File: config.mk
export PLATFORM = sky130hd
export DESIGN_NAME = fetch_top
export DESIGN_NICKNAME = d
export VERILOG_FILES = /design/src/logic/core_pkg.sv /design/src/logic/bus_pkg.sv /design/src/logic/instr_bus_reader.sv /design/src/logic/fetch_ctrl.sv /design/src/logic/instr_queue.sv /design/src/logic/fetch_top.sv
export SDC_FILE = /design/constraint.sdc
export NUM_CORES = 1
export LEC_CHECK = 0
export BUFFER_PORTS_ARGS = -buffer_cell sky130_fd_sc_hd__buf_4
export CORE_MARGIN = 2
export CORE_UTILIZATION = 57
export CTS_CLUSTER_DIAMETER = 100
export DETAILED_ROUTE_END_ITERATION = 16
export PLACE_DENSITY_LB_ADDON = 0.1
export REMOVE_ABC_BUFFERS = 1
export SLEW_MARGIN = 15
export SYNTH_ARGS = -nofsm -noshare
export SYNTH_HDL_FRONTEND = slang
export SYNTH_SLANG_ARGS = --single-unit
File: constraint.sdc
create_clock -name clk -period 9 [get_ports clk]
set_clock_uncertainty 0.2 [all_clocks]
set_input_delay 1.35 -clock clk [delete_from_list [all_inputs] [get_ports clk]]
set_output_delay 1.35 -clock clk [all_outputs]
set_load 0.1 [all_outputs]
File: src/logic/core_pkg.sv
/* core-side constants and types for the fetch unit:
   word types, the instruction view, boot pc and queue sizing */
`default_nettype none

package core_pkg;

	localparam int xlen = 32;

	typedef logic [xlen-1:0] data_t;

	// one instruction word, seen either whole or as I-type fields
	typedef union packed {
		logic [xlen-1:0] raw;
		struct packed {
			logic [11:0] funct12;
			logic [4:0]  rs1;
			logic [2:0]  funct3;
			logic [4:0]  rd;
			logic [6:0]  opcode;
		} i_fields;
	} instr_u;

	localparam data_t boot_pc = 32'h0000_0000;

	localparam logic [6:0] opcode_system = 7'b111_0011;
	localparam data_t      ecall_word    = 32'h0000_0073;

	// addi x0, x0, 0
	localparam data_t nop_word = 32'h0000_0013;

	localparam int queue_depth_log2  = 4;
	localparam int queue_depth       = 1 << queue_depth_log2;
	// fetch stops issuing reads at this level so the in-flight word still fits
	localparam int queue_almost_full = 14;

endpackage

`default_nettype wire

File: src/logic/bus_pkg.sv
/* AXI-Lite read bus widths, response codes and memory byte order */
`default_nettype none

package bus_pkg;

	localparam int axi_addr_w = 32;
	localparam int axi_data_w = 32;

	typedef enum logic [1:0] {
		resp_okay   = 2'b00,
		resp_exokay = 2'b01,
		resp_slverr = 2'b10,
		resp_decerr = 2'b11
	} axi_resp_e;

	localparam bit mem_little_endian = 1'b1;

	// put a memory word into instruction byte order
	function automatic logic [axi_data_w-1:0] mem_to_core(input logic [axi_data_w-1:0] word);
		if (mem_little_endian)
			return {word[7:0], word[15:8], word[23:16], word[31:24]};
		return word;
	endfunction

endpackage

`default_nettype wire

File: src/logic/instr_bus_reader.sv
/* AXI-Lite read master: one rd_req level starts one read,
   the word comes back on rd_data with a single rd_done pulse */
`timescale 1ns/1ps
`default_nettype none

module instr_bus_reader
	import core_pkg::*;
	import bus_pkg::*;
(
	input  logic      clk,
	input  logic      rst_n,

	input  logic      rd_req,
	input  data_t     rd_addr,
	output logic      rd_done,
	output data_t     rd_data,

	output data_t     araddr,
	output logic      arvalid,
	input  logic      arready,
	input  data_t     rdata,
	// response code is taken as is
	input  axi_resp_e rresp,
	input  logic      rvalid,
	output logic      rready
);

	enum logic [1:0] {
		st_idle,
		st_addr,
		st_data
	} state;

	logic [axi_addr_w-1:0] addr_q;
	logic [axi_data_w-1:0] data_q;
	logic                  start;
	logic                  beat;

	assign start = (state == st_idle) && rd_req;
	assign beat  = rvalid && rready;

	always_ff @(posedge clk or negedge rst_n) begin
		if (!rst_n) begin
			state   <= st_idle;
			arvalid <= 1'b0;
			rready  <= 1'b0;
			rd_done <= 1'b0;
		end else begin
			rd_done <= beat;
			case (state)
				st_idle: begin
					if (rd_req) begin
						state   <= st_addr;
						arvalid <= 1'b1;
					end
				end
				st_addr: begin
					// address held until the slave takes it
					if (arready) begin
						state   <= st_data;
						arvalid <= 1'b0;
						rready  <= 1'b1;
					end
				end
				st_data: begin
					if (rvalid) begin
						state  <= st_idle;
						rready <= 1'b0;
					end
				end
				default: begin
					state   <= st_idle;
					arvalid <= 1'b0;
					rready  <= 1'b0;
				end
			endcase
		end
	end

	always_ff @(posedge clk) begin
		if (start)
			addr_q <= rd_addr;
		if (beat)
			data_q <= rdata;
	end

	assign araddr  = addr_q;
	assign rd_data = data_q;

endmodule

`default_nettype wire

File: src/logic/fetch_ctrl.sv
/* fetch FSM: owns the pc, issues reads, tracks redirects from flush
   and stops after an ecall until writeback retires it and go returns */
`timescale 1ns/1ps
`default_nettype none

module fetch_ctrl
	import core_pkg::*;
	import bus_pkg::*;
(
	input  logic  clk,
	input  logic  rst_n,

	input  logic  go,
	input  logic  flush,
	input  data_t pc_bj,
	input  data_t instr_w,

	input  logic  rd_done,
	input  data_t rd_data,
	input  logic  almost_full,

	output logic  rd_req,
	output data_t rd_addr,
	output logic  push,
	output data_t push_pc
);

	enum logic [1:0] {
		st_idle,
		st_fetch,
		st_hold,
		st_ecall_wait
	} state, state_nxt;

	data_t  pc;
	data_t  redir_pc;
	logic   redir_pend;
	logic   drop;
	logic   busy;
	logic   kept;
	logic   is_ecall;
	instr_u fetched;

	// decode the returned word in instruction byte order
	assign fetched.raw = mem_to_core(rd_data);
	assign is_ecall = (fetched.i_fields.opcode == opcode_system) &&
		(fetched.i_fields.funct3 == 3'b000) &&
		(fetched.i_fields.rd == 5'd0) &&
		(fetched.i_fields.rs1 == 5'd0) &&
		(fetched.i_fields.funct12 == 12'h000);

	assign push    = rd_done && !drop;
	assign push_pc = pc;
	assign kept    = push && !flush;

	// no new read while a redirect still has to reach the pc
	assign rd_req  = (state == st_fetch) && !busy && !almost_full && !redir_pend && !flush;
	assign rd_addr = pc;

	always_comb begin
		state_nxt = state;
		case (state)
			st_idle:
				if (go)
					state_nxt = st_fetch;
			st_fetch:
				if (kept && is_ecall)
					state_nxt = st_ecall_wait;
				else if (almost_full)
					state_nxt = st_hold;
			st_hold:
				if (kept && is_ecall)
					state_nxt = st_ecall_wait;
				else if (!almost_full)
					state_nxt = st_fetch;
			st_ecall_wait:
				if (instr_w == ecall_word)
					state_nxt = st_idle;
			default:
				state_nxt = st_idle;
		endcase
	end

	always_ff @(posedge clk or negedge rst_n) begin
		if (!rst_n) begin
			state      <= st_idle;
			pc         <= boot_pc;
			redir_pc   <= boot_pc;
			redir_pend <= 1'b0;
			drop       <= 1'b0;
			busy       <= 1'b0;
		end else begin
			state <= state_nxt;
			if (rd_req)
				busy <= 1'b1;
			else if (rd_done)
				busy <= 1'b0;

			if (rd_done) begin
				drop       <= 1'b0;
				redir_pend <= 1'b0;
				if (flush)
					pc <= pc_bj;
				else if (redir_pend)
					pc <= redir_pc;
				else
					pc <= pc + 32'd4;
			end else if (flush) begin
				// word in flight is stale, target kept until it lands
				redir_pend <= 1'b1;
				redir_pc   <= pc_bj;
				if (busy)
					drop <= 1'b1;
			end else if (redir_pend && !busy) begin
				pc         <= redir_pc;
				redir_pend <= 1'b0;
			end
		end
	end

endmodule

`default_nettype wire

File: src/logic/instr_queue.sv
/* instruction queue between fetch and decode: word and pc pairs,
   emptied by flush, byte order fixed on the way out */
`timescale 1ns/1ps
`default_nettype none

module instr_queue
	import core_pkg::*;
	import bus_pkg::*;
(
	input  logic   clk,
	input  logic   rst_n,

	input  logic   push,
	input  data_t  push_data,
	input  data_t  push_pc,

	input  logic   flush,
	input  logic   stall,

	output logic   almost_full,
	output instr_u instr,
	output data_t  pc_out,
	output logic   instr_valid
);

	data_t word_mem [queue_depth];
	data_t pc_mem [queue_depth];

	logic [queue_depth_log2-1:0] wr_ptr;
	logic [queue_depth_log2-1:0] rd_ptr;
	logic [queue_depth_log2:0]   count;
	logic                        flush_q;
	logic                        empty;
	logic                        full;
	logic                        wr_en;
	logic                        rd_en;

	assign empty = (count == '0);
	assign full  = (count == queue_depth[queue_depth_log2:0]);
	assign almost_full = (count >= queue_almost_full[queue_depth_log2:0]);

	assign wr_en = push && !full && !flush;
	// decode takes the head on every valid cycle
	assign rd_en = instr_valid;

	assign instr_valid = !empty && !stall && !flush && !flush_q;

	always_ff @(posedge clk or negedge rst_n) begin
		if (!rst_n) begin
			wr_ptr  <= '0;
			rd_ptr  <= '0;
			count   <= '0;
			flush_q <= 1'b0;
		end else begin
			flush_q <= flush;
			if (flush) begin
				wr_ptr <= '0;
				rd_ptr <= '0;
				count  <= '0;
			end else begin
				if (wr_en)
					wr_ptr <= wr_ptr + 1'b1;
				if (rd_en)
					rd_ptr <= rd_ptr + 1'b1;
				if (wr_en && !rd_en)
					count <= count + 1'b1;
				else if (rd_en && !wr_en)
					count <= count - 1'b1;
			end
		end
	end

	always_ff @(posedge clk) begin
		if (wr_en) begin
			word_mem[wr_ptr] <= push_data;
			pc_mem[wr_ptr]   <= push_pc;
		end
	end

	assign instr.raw = instr_valid ? mem_to_core(word_mem[rd_ptr]) : nop_word;
	assign pc_out    = instr_valid ? pc_mem[rd_ptr] : '0;

endmodule

`default_nettype wire

File: src/logic/fetch_top.sv
/* instruction fetch top: bus reader, fetch FSM and instruction queue
   between an AXI-Lite memory and decode */
`timescale 1ns/1ps
`default_nettype none

module fetch_top
	import core_pkg::*;
	import bus_pkg::*;
(
	input  logic      clk,
	input  logic      rst_n,

	input  data_t     pc_bj,
	input  logic      flush,
	input  logic      stall,
	input  logic      go,
	input  data_t     instr_w,

	output data_t     araddr,
	output logic      arvalid,
	input  logic      arready,
	input  data_t     rdata,
	input  axi_resp_e rresp,
	input  logic      rvalid,
	output logic      rready,

	output data_t     pc_out,
	output instr_u    instr,
	output logic      instr_valid
);

	logic  rd_req;
	data_t rd_addr;
	logic  rd_done;
	data_t rd_data;
	logic  push;
	data_t push_pc;
	logic  almost_full;

	instr_bus_reader u_reader (
		.clk     (clk),
		.rst_n   (rst_n),
		.rd_req  (rd_req),
		.rd_addr (rd_addr),
		.rd_done (rd_done),
		.rd_data (rd_data),
		.araddr  (araddr),
		.arvalid (arvalid),
		.arready (arready),
		.rdata   (rdata),
		.rresp   (rresp),
		.rvalid  (rvalid),
		.rready  (rready)
	);

	fetch_ctrl u_ctrl (
		.clk         (clk),
		.rst_n       (rst_n),
		.go          (go),
		.flush       (flush),
		.pc_bj       (pc_bj),
		.instr_w     (instr_w),
		.rd_done     (rd_done),
		.rd_data     (rd_data),
		.almost_full (almost_full),
		.rd_req      (rd_req),
		.rd_addr     (rd_addr),
		.push        (push),
		.push_pc     (push_pc)
	);

	instr_queue u_queue (
		.clk         (clk),
		.rst_n       (rst_n),
		.push        (push),
		.push_data   (rd_data),
		.push_pc     (push_pc),
		.flush       (flush),
		.stall       (stall),
		.almost_full (almost_full),
		.instr       (instr),
		.pc_out      (pc_out),
		.instr_valid (instr_valid)
	);

endmodule

`default_nettype wire

* Yosys cells after proc, flatten, opt, wreduce, memory -nomap -nowiden
Memory sizes are Yosys's and may differ from the RTL's.
Cells that the tools add are included.
** Storage, ports and cells
- Input bits :: 105
- Output and inout port bits :: 99
- Memories :: 2
- Memory bits (writable) :: 1024
- Register bits :: 152
- Logic and storage cells :: 138
** Cells by class
- Reduce and logical (&&, ||, !) cells :: 54
- Order comparisons :: 1
- Add/sub/neg operators :: 5
- Muxes and demuxes :: 41
- Eq/ne operators :: 16
- Bitwise operators :: 3
** Memory list
- u_queue.pc_mem :: depth 16, bits a word 32, rd ports 1, clocked after Yosys merged registers in 0, wr ports 1, line instr_queue.sv:27 : data_t pc_mem [queue_depth];
- u_queue.word_mem :: depth 16, bits a word 32, rd ports 1, clocked after Yosys merged registers in 0, wr ports 1, line instr_queue.sv:26 : data_t word_mem [queue_depth];
** Operators with widths (number)
- $mux 32 :: 7
- $add 32x3->32 const B :: 1
- $eq 32x7->1 const B :: 1
- $logic_and 1x1->1 :: 21
- $mux 2 :: 9
- $mux 4 :: 4
- $logic_not 5->1 :: 3
- $mux 5 :: 3
- $mux 1 :: 14
- $logic_not 12->1 :: 1
- $reduce_bool 2->1 :: 6
- $logic_not 1->1 :: 11
- $reduce_and 3->1 :: 3
- $add 4x1->4 const B :: 2
- $pmux 2 s4 :: 1
- $eq 7x7->1 const B :: 1
- $eq 2x2->1 const B :: 3
- $ne 2x1->1 const B :: 3
- $ne 2x2->1 const B :: 3
- $pmux 1 s3 :: 2
- $pmux 2 s3 :: 1
- $reduce_and 2->1 :: 3
- $reduce_bool 3->1 :: 2
- $add 5x1->5 const B :: 1
- other kinds (10) :: 14

* Logic depth before layout (Yosys ltp)
- Depth in word-level cells :: 9
- Depth in mapped cells :: 12

* Hierarchy
A second synthesis with hierarchy kept.
** Unflattened totals
- Cells, all modules :: 2230
- Area total of the unflattened synthesis :: 45775.2 sq um
** By module, submodules not included
- instr_queue :: cells an instance 1675, area an instance 39233.9 sq um, times used 1
- fetch_ctrl :: cells an instance 470, area an instance 4400.5 sq um, times used 1
- instr_bus_reader :: cells an instance 85, area an instance 2140.8 sq um, times used 1

* Worst setup path before layout
Ideal clock, no wire load.
- Kind :: in2reg
- Start point :: input port flush
- End point :: memory u_queue.pc_mem[3][0] in the netlist's numbering (enable)
- Stages :: 5
- Path buffers :: 1
- Slack :: 1.977 ns
- Data required time :: 8.235 ns
- Arrival time :: 6.258 ns
- Cell sequence :: buf_2 inv_2 and2_1 nand2_1 nor3_1
** On the way
- Cells in the longest elaborated chain, start to end :: 4
** Ends and longest elaborated chain
- start, declared :: line fetch_top.sv:14 : input logic flush,
- $logic_not 1->1 :: line instr_queue.sv:42 : assign wr_en = push && !full && !flush;
- $logic_and 1x1->1 :: line instr_queue.sv:42
- $mux 1 :: line instr_queue.sv:74 : if (wr_en) begin
- $mux 1 (implied by the code) :: line instr_queue.sv:76 : pc_mem[wr_ptr] <= push_pc;
- end, declared :: line instr_queue.sv:27
No other way between the ends.

==> impl_results.md <==
* Hold-fix buffers, CTS at 0
* P&R area growth vs syn at 13.79%
* First-pass GRT wire length at around 160 mm
* Initial Util at 0.5745
* Fin. max-slew vios at 0
* Max IR drop VDD at 154.7 uV
* Vias in the first global route at approximately 25000
* Sequential share of power at 0.559
* Final Power at approximately 11 mW
* CP Capture Type: output pin
* LEAKAGE at between 15 and 20 nW
* Synth Cell Area at roughly 46000 um^2
* WP data required at between 7000 and 8000 ps
* Largest cells by area after synthesis: edfxtp_1 (71%), mux4_2 (6.2%), mux2i_1 (5.8%)
* PnR worst setup slack at roughly 2800 ps
* Vias per inst at 6.451
* Pwr per Cell Area at a little over 200 nW/um^2
* Place WS at 3490 ps
* Synth cell types at 76
* CTS tree: yes
* Sequential element share of the synthesized area at 0.7561
* H-tree depth at 3
* Sw Pwr at ~2.0 mW
* Cts repair resizes at 0
* Switching portion of total power at 0.1914
* Critical path startpoint category: register
* Yosys top cell by area: edfxtp_1
* Worst-path maximum fanout at 62
* Outcome: completed
* Pre-antenna DRT Iters at 5
* Int Pwr at 8.561 mW
* Mean post-synth cell area at 18.66 um^2
* Drt initial violations at about 2700
* RSZ-0062 raised after global routing: no
* Final hold vios at 0
* Worst-Margin Slew at around 1100 ps
* Core Region at roughly 80000 um^2
* IO Port Bufs at between 200 and 250
* Min Hold Slack at between 300 and 400 ps
* Placed wire-length estimate at between 50 and 60 mm
* Syn. warnings at 0
* Register bit total from synthesis at around 1200
* Worst-path clk slew at around 60 ps
* Synth top area share at 0.7083
* Final setup viols at 0
* Bufs on Longest Clock Path at 3
* Chip Width at around 290 um
* Max-cap violation count at 0
* FMAX at about 0.16 GHz
* Largest net degree at the start of global routing at about 120
* Clk network pwr share at 0.432
* Vias at roughly 25000
* Logic pwr share at 0.009
* Critical path arrival at 4660 ps
* TritonCTS Buffers at around 120
* Post-CTS Setup Bufs at 0
* Top post-synthesis cells by count: edfxtp_1 (1088), mux2i_1 (268), mux4_2 (128)
* Fin nets at 2815
* Post-Route WL at about 110 mm
* Rows at approximately 100
* CTS sink count at 1176
* Class of the most critical hold timing path: register to register
* Setup Crit Path Kind: register to output pin
* Total gr overflow at 0
* Die area at ~83000 um^2
* Total Routing Usage GR at 0.2683
* Async S/R FF share, synth at 0.07483
* Most common cell in the netlist: edfxtp_1
* Die height at 288.5 um
* Number of synthesized flops with an enable pin at about 1100
* Syn Inst Count at between 2000 and 2500
* Final min period at a little over 6000 ps
* Root Buffer: clkbuf_16
* Fin crit share at 0.6899
* Drt wl/cell at 28.84 um
* Drt drc at 0
* ANT nets after route at 0
* Initial antenna violation count at 1
* Worst-Skew Late Latency at 680 ps
* Slew margin rel. at 0.2401
* # IOs at about 200
* Layout cell share with drive strength beyond 1 at 0.2190
* Most used DFF post-synth: edfxtp_1
* Final Wtd Congestion at 0.8587
[state kept, by name, indices dropped and copies added (netlist names)]
register and count:
u_ctrl.busy 1, u_ctrl.drop 1, u_ctrl.push_pc 32, u_ctrl.redir_pc 32, u_ctrl.redir_pend 1, u_ctrl.state 2
u_queue.count 5, u_queue.flush_q 1, u_queue.pc_mem 512, u_queue.rd_ptr 4, u_queue.word_mem 512, u_queue.wr_ptr 4
u_reader.araddr 32, u_reader.arvalid 1, u_reader.rd_data 32, u_reader.rd_done 1, u_reader.rready 1, u_reader.state 2
[power groups by stage]
stage | sequential [mW] | combinational [mW] | clock, mW
2_1_floorplan | 6.03 | 0.0374 | 0
3_3_place_gp | 6.03 | 0.0950 | 0
3_5_place_dp | 6.03 | 0.0971 | 0
4_1_cts | 5.92 | 0.0980 | 4.62
5_1_grt | 5.92 | 0.106 | 4.84
6_report | 5.92 | 0.0977 | 4.57
[path summary, 6_finish.rpt]
path	from	to	slack (ps)	cells after the start
worst max-delay path	u_queue.rd_ptr[1]	instr[9]	2790	6
worst min-delay path	u_ctrl.redir_pc[25]	u_ctrl.redir_pc[25]	310	1
max in group asynchronous	rst_n	u_queue.rd_ptr[0]	6920	2
worst min register to register	u_ctrl.redir_pc[25]	u_ctrl.redir_pc[25]	310	1
worst max register to register	u_queue.count[1]	u_queue.count[4]	4310	11
min in group asynchronous	rst_n	u_ctrl.push_pc[13]	390	1
[area by class of cell]
| cell class | count | area [um^2] |
|---|---|---|
| antenna | 1 | 2.502 |
| tap | 1060 | 1326 |
| clock inverter | 61 | 514.2 |
| sequential | 1176 | 34890 |
| fill | 5387 | 27800 |
| multi-input combinational | 1140 | 10750 |
| timing repair buffer | 253 | 1924 |
| clock buffer | 148 | 3043 |
| inverter | 12 | 45.04 |
[placed cells by master, fill, tap and decap left out, drive strengths merged, types with 6 or more instances in the layout]
cell type,count
bufinv,8
mux4,128
o22ai,78
nand2,107
nor4,19
nand2b,10
clkbuf,148
clkinv,48
a211oi,73
mux2i,268
nor2b,10
o221ai,127
nor2,66
o21ai,29
buf,253
inv,16
nor3,22
nand4,12
edfxtp,1088
xnor2,8
ha,10
a31oi,6
dfrtp,88
a221oi,7
nand3,19
mux2,35
o31ai,7
a21oi,28
[cells by family (layout without fill, tap and decap cells)]
| kind of cell | count (synthesis) | in the layout | share of synthesized area |
|---|---|---|---|
| other cells | 0 | 1 | 0 |
| compound gates | 396 | 396 | 0.06402 |
| xor+xnor | 12 | 12 | 0.002441 |
| flops | 1176 | 1176 | 0.7561 |
| mux | 431 | 431 | 0.1292 |
| simple gates | 290 | 290 | 0.03090 |
| buf+inv | 156 | 474 | 0.01424 |
| fa+ha+maj | 11 | 11 | 0.003147 |
[layer usage]
| layer | share of wire | track usage | vias up |
|---|---|---|---|
| met4 | 0.020 | 0.07189 | 2 |
| li1 | - | - | 10680 |
| met5 | 0.000063 | 0 | - |
| met3 | 0.074 | 0.04289 | 161 |
| met2 | 0.49 | 0.4378 | 1061 |
| met1 | 0.41 | 0.3826 | 12940 |
[through the flow]
stage,cell area (um^2),instances,utilization,TNS (ps)
after CTS,52490,3850,0.6537,0
after floorplan,45510,2328,-,-577540
final,52490,3851,0.6538,0
after global placement,48930,3641,0.6094,0
after detailed placement,48930,3641,0.6094,0
after global routing,52490,3850,0.6537,0
[critical path: stages, from the launching register on]
cell,delay [ps]
dfrtp_4,850
buf_4,940
buf_4,680
mux4_2,330
o22ai_1,80
a211oi_1,560
buf_4,400
No activity file was read; power rests on OpenSTA's default activity.
